<file path="src/common/la_cfg.svh">
`ifndef LA_CFG_SVH
`define LA_CFG_SVH

// Number of capture channels
`define LA_CHANNELS 9

// Bits captured per channel, any multiple of 8
`define LA_DEPTH 64
`define LA_DEPTH_BYTES (`LA_DEPTH / 8)

// Downsample register width
`define LA_DS_WIDTH 16

// Width of the bus byte counter
`define LA_BYTECNT_WIDTH 7

// Returned for a read select past the last channel
`define LA_BAD_SELECT_BYTE 8'hA5

`endif

</file>
<file path="src/common/la_pkg.sv">
`default_nettype none

package la_pkg;

   // Byte-wide register map
   typedef enum logic [7:0] {
      READ_SELECT    = 8'd0,  // Write picks a channel, read returns a data byte
      CAPTURE_GROUP  = 8'd1,
      STATUS         = 8'd2,  // Bit 0 is capturing
      TRIGGER_SOURCE = 8'd3,
      MANUAL_CAPTURE = 8'd4,
      DOWNSAMPLE     = 8'd5,  // Two bytes
      CAPTURE_DEPTH  = 8'd6   // Two bytes, read only
   } la_reg_addr_e;

   // Trigger sources, anything else means no trigger
   typedef enum logic [2:0] {
      TRIG_GLITCH_GO      = 3'd0,
      TRIG_CAPTURE_ACTIVE = 3'd1,
      TRIG_HS1            = 3'd2,
      TRIG_DEBUG          = 3'd3
   } la_trig_src_e;

   // Probe groups
   // Unlisted codes select the 1,0,1,0 test pattern
   typedef enum logic [2:0] {
      GRP_IO     = 3'd0,
      GRP_USERIO = 3'd1,
      GRP_DEBUG  = 3'd2,
      GRP_TRACE  = 3'd3
   } la_group_e;

endpackage

`default_nettype wire

</file>
<file path="src/common/la_ctrl_if.sv">
`default_nettype none
`include "la_cfg.svh"

interface la_ctrl_if;

   // Configuration, owned by the register block
   la_pkg::la_trig_src_e     trigger_source;
   la_pkg::la_group_e        capture_group;
   logic [3:0]               read_select;
   logic [`LA_DS_WIDTH-1:0]  downsample;
   logic                     manual_capture;

   // Status and readback from the capture engine
   logic                     capturing;
   logic [`LA_DEPTH-1:0]     channel_data;  // Selected channel, registered

   modport regs (
      output trigger_source,
      output capture_group,
      output read_select,
      output downsample,
      output manual_capture,
      input  capturing,
      input  channel_data
   );

   modport trigger (
      input  trigger_source,
      input  manual_capture
   );

   modport timer (
      input  downsample
   );

   modport capture (
      input  capture_group,
      input  read_select,
      output capturing,
      output channel_data
   );

endinterface

`default_nettype wire

</file>
<file path="src/source/la_regs.sv">
`default_nettype none
`include "la_cfg.svh"

module la_regs (
   input  wire                          observer_clk,
   input  wire                          reset,
   input  wire [7:0]                    reg_address,
   input  wire [`LA_BYTECNT_WIDTH-1:0]  reg_bytecnt,
   input  wire [7:0]                    reg_datai,
   input  wire                          reg_read,
   input  wire                          reg_write,
   output logic [7:0]                   reg_datao,
   la_ctrl_if.regs                      ctrl
);

   localparam int DS_BYTES = `LA_DS_WIDTH / 8;

   localparam logic [`LA_BYTECNT_WIDTH-1:0] DATA_BYTES =
      `LA_BYTECNT_WIDTH'(`LA_DEPTH_BYTES);
   localparam logic [`LA_BYTECNT_WIDTH-1:0] DS_LAST =
      `LA_BYTECNT_WIDTH'(DS_BYTES);

   // Capture depth as seen by software, two bytes
   localparam logic [15:0] DEPTH_VALUE = 16'(`LA_DEPTH);

   la_pkg::la_reg_addr_e addr;

   assign addr = la_pkg::la_reg_addr_e'(reg_address);

   // Write decode, new values seen on the next clock
   always_ff @(posedge observer_clk) begin
      if (reset) begin
         ctrl.trigger_source <= la_pkg::TRIG_GLITCH_GO;
         ctrl.capture_group  <= la_pkg::GRP_IO;
         ctrl.read_select    <= '0;
         ctrl.downsample     <= '0;
         ctrl.manual_capture <= 1'b0;
      end else if (reg_write) begin
         case (addr)
            la_pkg::READ_SELECT:    ctrl.read_select <= reg_datai[3:0];
            la_pkg::CAPTURE_GROUP:
               ctrl.capture_group <= la_pkg::la_group_e'(reg_datai[2:0]);
            la_pkg::TRIGGER_SOURCE:
               ctrl.trigger_source <= la_pkg::la_trig_src_e'(reg_datai[2:0]);
            la_pkg::MANUAL_CAPTURE: ctrl.manual_capture <= reg_datai[0];
            la_pkg::DOWNSAMPLE: begin
               if (reg_bytecnt < DS_LAST) begin
                  ctrl.downsample[reg_bytecnt*8 +: 8] <= reg_datai;
               end
            end
            default: ;  // STATUS and CAPTURE_DEPTH are read only
         endcase
      end
   end

   // Read mux, combinational and zero outside a read
   always_comb begin
      reg_datao = 8'h00;
      if (reg_read) begin
         case (addr)
            la_pkg::READ_SELECT: begin
               if (reg_bytecnt < DATA_BYTES) begin
                  reg_datao = ctrl.channel_data[reg_bytecnt*8 +: 8];
               end
            end
            la_pkg::CAPTURE_GROUP:  reg_datao = {5'b0, ctrl.capture_group};
            la_pkg::STATUS:         reg_datao = {7'b0, ctrl.capturing};
            la_pkg::TRIGGER_SOURCE: reg_datao = {5'b0, ctrl.trigger_source};
            la_pkg::MANUAL_CAPTURE: reg_datao = {7'b0, ctrl.manual_capture};
            la_pkg::DOWNSAMPLE: begin
               if (reg_bytecnt < DS_LAST) begin
                  reg_datao = ctrl.downsample[reg_bytecnt*8 +: 8];
               end
            end
            la_pkg::CAPTURE_DEPTH: begin
               if (reg_bytecnt < 2) begin
                  reg_datao = DEPTH_VALUE[reg_bytecnt*8 +: 8];
               end
            end
            default: reg_datao = 8'h00;  // Unknown address
         endcase
      end
   end

endmodule

`default_nettype wire

</file>
<file path="src/trigger/la_trigger.sv">
`default_nettype none

module la_trigger (
   input  wire        observer_clk,
   input  wire        reset,
   input  wire        glitch_go,
   input  wire        capture_active,
   input  wire        hs1,
   input  wire        debug0,
   la_ctrl_if.trigger ctrl,
   output logic       capture_go
);

   logic       trig_level;  // Asynchronous, straight from the pins
   logic [1:0] sync_q;
   logic [1:0] edge_q;

   // Source select, manual capture always wins
   always_comb begin
      case (ctrl.trigger_source)
         la_pkg::TRIG_GLITCH_GO:      trig_level = glitch_go;
         la_pkg::TRIG_CAPTURE_ACTIVE: trig_level = capture_active;
         la_pkg::TRIG_HS1:            trig_level = hs1;
         la_pkg::TRIG_DEBUG:          trig_level = debug0;
         default:                     trig_level = 1'b0;
      endcase
      trig_level = trig_level | ctrl.manual_capture;
   end

   // Two sync flops, then the edge stage
   always_ff @(posedge observer_clk) begin
      if (reset) begin
         sync_q <= 2'b00;
         edge_q <= 2'b00;
      end else begin
         sync_q <= {sync_q[0], trig_level};
         edge_q <= {edge_q[0], sync_q[1]};
      end
   end

   // One cycle per rising edge
   assign capture_go = edge_q[0] & ~edge_q[1];

endmodule

`default_nettype wire

</file>
<file path="src/source/la_sample_timer.sv">
`default_nettype none
`include "la_cfg.svh"

module la_sample_timer (
   input  wire       observer_clk,
   input  wire       reset,
   input  wire       capture_go,
   la_ctrl_if.timer  ctrl,
   output logic      sample_strobe
);

   logic [`LA_DS_WIDTH-1:0] ds_ctr;

   // Plain decimation, one strobe every downsample+1 cycles
   always_ff @(posedge observer_clk) begin
      if (reset) begin
         ds_ctr        <= '0;
         sample_strobe <= 1'b0;
      end else if (capture_go) begin
         // Realign to the trigger
         ds_ctr        <= '0;
         sample_strobe <= 1'b0;
      end else if (ds_ctr == ctrl.downsample) begin
         ds_ctr        <= '0;
         sample_strobe <= 1'b1;
      end else begin
         ds_ctr        <= ds_ctr + 1'b1;
         sample_strobe <= 1'b0;
      end
   end

endmodule

`default_nettype wire

</file>
<file path="src/capture/la_capture.sv">
`default_nettype none
`include "la_cfg.svh"

module la_capture (
   input  wire                     observer_clk,
   input  wire                     reset,
   input  wire                     capture_go,
   input  wire                     sample_strobe,
   input  wire [`LA_CHANNELS-1:0]  io_group,
   input  wire [`LA_CHANNELS-1:0]  userio_group,
   input  wire [`LA_CHANNELS-1:0]  debug_group,
   input  wire [`LA_CHANNELS-1:0]  trace_group,
   la_ctrl_if.capture              ctrl
);

   localparam int CNT_W = $clog2(`LA_DEPTH);
   localparam logic [CNT_W-1:0] CNT_LAST = CNT_W'(`LA_DEPTH - 1);

   // Channel 0 reads 1, channel 1 reads 0 and so on
   localparam logic [`LA_CHANNELS-1:0] TEST_PATTERN =
      `LA_CHANNELS'({((`LA_CHANNELS + 1) / 2){2'b01}});

   localparam logic [3:0] NUM_CHANNELS = 4'(`LA_CHANNELS);

   logic [`LA_CHANNELS-1:0] probe_src;
   logic [`LA_DEPTH-1:0]    chan_q [`LA_CHANNELS];
   logic [CNT_W-1:0]        capture_count;

   // Probe sources registered once per cycle
   always_ff @(posedge observer_clk) begin
      case (ctrl.capture_group)
         la_pkg::GRP_IO:     probe_src <= io_group;
         la_pkg::GRP_USERIO: probe_src <= userio_group;
         la_pkg::GRP_DEBUG:  probe_src <= debug_group;
         la_pkg::GRP_TRACE:  probe_src <= trace_group;
         default:            probe_src <= TEST_PATTERN;
      endcase
   end

   // Shift registers fill from the top, oldest sample ends at bit 0
   always_ff @(posedge observer_clk) begin
      if (reset) begin
         capture_count  <= '0;
         ctrl.capturing <= 1'b0;
         for (int n = 0; n < `LA_CHANNELS; n++) begin
            chan_q[n] <= '0;
         end
      end else if (capture_go) begin
         // Restart, even in the middle of a capture
         capture_count  <= '0;
         ctrl.capturing <= 1'b1;
         for (int n = 0; n < `LA_CHANNELS; n++) begin
            chan_q[n] <= {probe_src[n], {(`LA_DEPTH - 1){1'b0}}};
         end
      end else if (ctrl.capturing && sample_strobe) begin
         for (int n = 0; n < `LA_CHANNELS; n++) begin
            chan_q[n] <= {probe_src[n], chan_q[n][`LA_DEPTH-1:1]};
         end
         if (capture_count < CNT_LAST) begin
            capture_count <= capture_count + 1'b1;
         end else begin
            ctrl.capturing <= 1'b0;  // Buffer full
         end
      end
   end

   // Readback of the selected channel
   always_ff @(posedge observer_clk) begin
      if (ctrl.read_select < NUM_CHANNELS) begin
         ctrl.channel_data <= chan_q[ctrl.read_select];
      end else begin
         ctrl.channel_data <= {`LA_DEPTH_BYTES{`LA_BAD_SELECT_BYTE}};
      end
   end

endmodule

`default_nettype wire

</file>
<file path="src/source/la_top.sv">
`default_nettype none
`include "la_cfg.svh"

module la_top (
   input  wire                          observer_clk,
   input  wire                          reset,
   input  wire [7:0]                    reg_address,
   input  wire [`LA_BYTECNT_WIDTH-1:0]  reg_bytecnt,
   input  wire [7:0]                    reg_datai,
   input  wire                          reg_read,
   input  wire                          reg_write,
   output logic [7:0]                   reg_datao,
   input  wire                          glitch_go,
   input  wire                          capture_active,
   input  wire [`LA_CHANNELS-1:0]       io_group,
   input  wire [`LA_CHANNELS-1:0]       userio_group,
   input  wire [`LA_CHANNELS-1:0]       debug_group,
   input  wire [`LA_CHANNELS-1:0]       trace_group
);

   logic capture_go;     // Trigger pulse
   logic sample_strobe;  // Decimated sample enable

   la_ctrl_if ctrl ();

   la_regs u_regs (
      .observer_clk (observer_clk),
      .reset        (reset),
      .reg_address  (reg_address),
      .reg_bytecnt  (reg_bytecnt),
      .reg_datai    (reg_datai),
      .reg_read     (reg_read),
      .reg_write    (reg_write),
      .reg_datao    (reg_datao),
      .ctrl         (ctrl.regs)
   );

   la_trigger u_trigger (
      .observer_clk   (observer_clk),
      .reset          (reset),
      .glitch_go      (glitch_go),
      .capture_active (capture_active),
      .hs1            (io_group[4]),     // hs1 sits in the IO group
      .debug0         (debug_group[0]),
      .ctrl           (ctrl.trigger),
      .capture_go     (capture_go)
   );

   la_sample_timer u_sample_timer (
      .observer_clk  (observer_clk),
      .reset         (reset),
      .capture_go    (capture_go),
      .ctrl          (ctrl.timer),
      .sample_strobe (sample_strobe)
   );

   la_capture u_capture (
      .observer_clk  (observer_clk),
      .reset         (reset),
      .capture_go    (capture_go),
      .sample_strobe (sample_strobe),
      .io_group      (io_group),
      .userio_group  (userio_group),
      .debug_group   (debug_group),
      .trace_group   (trace_group),
      .ctrl          (ctrl.capture)
   );

endmodule

`default_nettype wire

</file>
<file path="config.mk">
export PLATFORM = sky130hd
export DESIGN_NAME = la_top
export DESIGN_NICKNAME = d
export VERILOG_FILES = /design/src/common/la_pkg.sv /design/src/common/la_ctrl_if.sv /design/src/source/la_regs.sv /design/src/trigger/la_trigger.sv /design/src/source/la_sample_timer.sv /design/src/capture/la_capture.sv /design/src/source/la_top.sv
export VERILOG_INCLUDE_DIRS = /design/src /design/src/common
export SDC_FILE = /design/constraint.sdc
export NUM_CORES = 1
export LEC_CHECK = 0
export BUFFER_PORTS_ARGS = -buffer_cell sky130_fd_sc_hd__buf_2
export CORE_MARGIN = 1
export CORE_UTILIZATION = 37
export DETAILED_ROUTE_END_ITERATION = 8
export MAX_ROUTING_LAYER = met4
export PLACE_DENSITY = 0.59
export SETUP_SLACK_MARGIN = 0.05
export SLEW_MARGIN = 20
export SYNTH_ARGS = -nofsm -noshare
export SYNTH_HDL_FRONTEND = slang
export SYNTH_SLANG_ARGS = --single-unit
</file>
<file path="constraint.sdc">
create_clock -name observer_clk -period 26.3 [get_ports observer_clk]
set_clock_uncertainty 0.2 [all_clocks]
set_input_delay 6.575 -clock observer_clk [delete_from_list [all_inputs] [get_ports observer_clk]]
set_output_delay 6.575 -clock observer_clk [all_outputs]
set_load 0.02 [all_outputs]
</file>
==> run summary <==
First-pass GRT wire length -> 97600 µm
Starting Density -> 37.4%
CP Capture Point -> reg_datao[2]
GRT overflow -> 0
Area delta synth->final -> 12.1%
Area of the core -> 0.0820 mm²
Yosys warns -> 0
Lkg Pwr -> 12.2 nW
Fraction of layout cells with a size suffix above 1 -> 19.4%
Post-Synthesis Net Count -> 2081
Clk buf depth -> 3
Setup TNS -> 0 ns
Cells after Synth -> 2012
Port Buffer Count -> 72
PD cells -> 70.5 mW/mm²
Placed Cells -> 3034
Clk Latency, worst-skew pair -> 0.61 ns
Post-Place Setup Slack -> 10.88 ns
Crit path largest cell delay -> 0.63 ns
Vias per cell -> 5.09
Final hold viol count -> 0
R2r startpoint -> u_trigger.edge_q[1]$_SDFF_PP0_
Final period utilization -> 58.6%
Sequential area share after synthesis -> 64.8%
Fin area -> 0.0343 mm²
IO Count -> 73
Worst-path clk slew -> 0.06 ns
Die width -> 290 µm
Vias in the first global route -> 16400
GP Congestion -> 0.878
Crit-path slowest cell -> buf_2
R2r endpoint -> u_capture.chan_q[8][16]$_SDFFCE_PN0P_
Worst Tran Pin Value -> 1.01 ns
Fin worst setup slack -> 10.90 ns
Routed Antenna Nets -> 0
HPWL after DPL -> 37500 µm
Clock root buffer -> clkbuf_16
Yosys reg bits -> 704
Slew Limit Fails -> 0
Vias -> 16200
Fill count -> 7422
Setup violation total in the final timing report -> 0
Register Area -> 0.0199 mm²
WP data arrival -> 8.63 ns
Post-Syn Area -> 0.0306 mm²
Unrepaired setup endpoints after global routing -> false
Distinct cells, synth -> 52
Setup Fix Bufs, Post-CTS -> 0
Global Route Usage Sum -> 15.4%
Hold path depth -> 1
Num Clock Sinks -> 704
Setup crit start kind -> input pin
Worst-path maximum fanout -> 31
CP startpoint -> reg_bytecnt[0]
TritonCTS buffer count -> 75
First-pass DRT Iterations -> 5
DRC errors left -> 0
Hold crit path type -> flop to flop
R2r setup slk -> 21.50 ns
Power Total -> 2.42 mW
DIE AREA -> 0.0839 mm²
Site row count -> 105
Crit path cell chain -> buf_2 -> mux4_2 -> mux2_2 -> a221oi_1 -> nor2_1 -> buf_2
Iteration-0 DRC Markers -> 1207
Post-CTS sizing -> 0
CTS Hold Bufs -> 0
Slew HR -> 32.5%
Crit path capture type -> primary output
Die H -> 290 µm
Post-synth EDFFs -> 576
Wire per inst -> 19.7 µm
Most used cell, CP -> buf_2
CTS tree -> done
H-tree Lvls -> 3
Finished Core Util -> 41.9%
Asr flop ratio synth -> 0%
Outcome -> complete, no violations
Maxcap violations -> 0
Largest net degree at the start of global routing -> 174
Syn Area/Cell -> 15.2 µm²
Worst hold margin -> 0.247 ns
Minimum clock period -> 15.40 ns
Drt total wl -> 62400 µm
Top_reg_cell synth -> edfxtp_1
Total Nets Final -> 2110
Multi-input gate area -> 0.0102 mm²
WS Path Type -> input pin to primary output
Initial antenna violation count -> 3
Post-Layout Cell Count -> 3172
Reg2Reg Depth -> 6
VDD IR max -> 0.0533 mV
CP required -> 19.52 ns
Area of placed instances -> 0.0319 mm²
FMAX -> 64.9 MHz
-- sequential cells by signal (all words and copies together), names as in the netlist, 4 cells and up --
signal                       count
u_capture.chan_q               576
u_sample_timer.ds_ctr           16
u_regs.ctrl.downsample          16
u_capture.capture_count          6
u_regs.ctrl.read_select          4
u_capture.probe_src              9
u_capture.ctrl.channel_data     64
-- how the worst min path moves through the flow --
stage	start	slack, ns	endpoint
after floorplan	u_trigger.sync_q[1]$_SDFF_PP0_	0.21	u_trigger.edge_q[0]$_SDFF_PP0_
after global placement	u_trigger.sync_q[1]$_SDFF_PP0_	0.24	u_trigger.edge_q[0]$_SDFF_PP0_
after detailed placement	u_trigger.sync_q[1]$_SDFF_PP0_	0.24	u_trigger.edge_q[0]$_SDFF_PP0_
after CTS	u_trigger.sync_q[1]$_SDFF_PP0_	0.25	u_trigger.edge_q[0]$_SDFF_PP0_
after global routing	u_trigger.sync_q[1]$_SDFF_PP0_	0.26	u_trigger.edge_q[0]$_SDFF_PP0_
final	u_trigger.sync_q[0]$_SDFF_PP0_	0.25	u_trigger.sync_q[1]$_SDFF_PP0_
-- where the power goes --
part | total (mW) | switching (mW) | internal, mW
sequential | 1.28 | 0.0251 | 1.26
clock | 1.06 | 0.442 | 0.616
combinational | 0.0802 | 0.0474 | 0.0328
total | 2.42 | 0.515 | 1.91
-- routing by layer --
metal	vias up	routed length, µm	track usage [%]
li1	7469	-	-
met1	8256	28700	21.2
met2	325	29100	23.0
met3	103	3220	3.18
met4	0	1400	4.63
met5	-	0	-
-- synth_stat cells, drive strengths merged (20+ instances only) --
| cell type | n | area (µm²) |
|---|---|---|
| dfxtp | 128 | 2560 |
| mux2i | 57 | 571 |
| xor2 | 27 | 236 |
| nand3 | 23 | 115 |
| nand2 | 50 | 188 |
| and2 | 578 | 3620 |
| nor2 | 47 | 179 |
| mux4 | 154 | 3470 |
| o22a | 32 | 280 |
| mux2 | 37 | 417 |
| clkbuf | 91 | 342 |
| o21ai | 49 | 245 |
| edfxtp | 576 | 17300 |
| a21oi | 20 | 100 |
| buf | 46 | 272 |
-- worst max-delay path: cells and delay by family --
family                 cells  cell delay (ns)
multiplexers               2             0.88
AND/OR/NAND/NOR            1             0.09
AO/OA/AOI/OAI              1             0.26
buffers and inverters      2             0.80
-- cells by family after synthesis --
family / after synthesis / synth area share [%]
multiplexers: 248 / 14.5
flip-flops: 704 / 64.8
AND/OR/NAND/NOR: 761 / 14.9
adder cells (fa/ha/maj): 4 / 0.163
AO/OA/AOI/OAI: 118 / 2.46
XOR/XNOR: 34 / 0.972
buffers and inverters: 143 / 2.08
-- layout make-up --
class	instances	area share (%)
inverters	6	0.0656
flip-flops and latches	704	57.9
repair buffers	89	1.52
multi-input cells	1165	29.6
clock inverters	41	1.22
well taps	1070	3.90
clock buffers	95	5.87
diodes	2	0.0146
-- cells in the final DEF, fill, tap and decap left out, types with 32 or more instances in the layout --
cell       netlist  layout
mux2_2          37      37
mux4_2         154     154
nor2_1          46      46
edfxtp_1       576     576
mux2i_1         57      57
nand2_1         50      50
buf_2           31      72
clkbuf_16        0      78
o22a_1          32      32
dfxtp_1        128     124
and2_1         578     578
(Power assumes the default switching activity.)
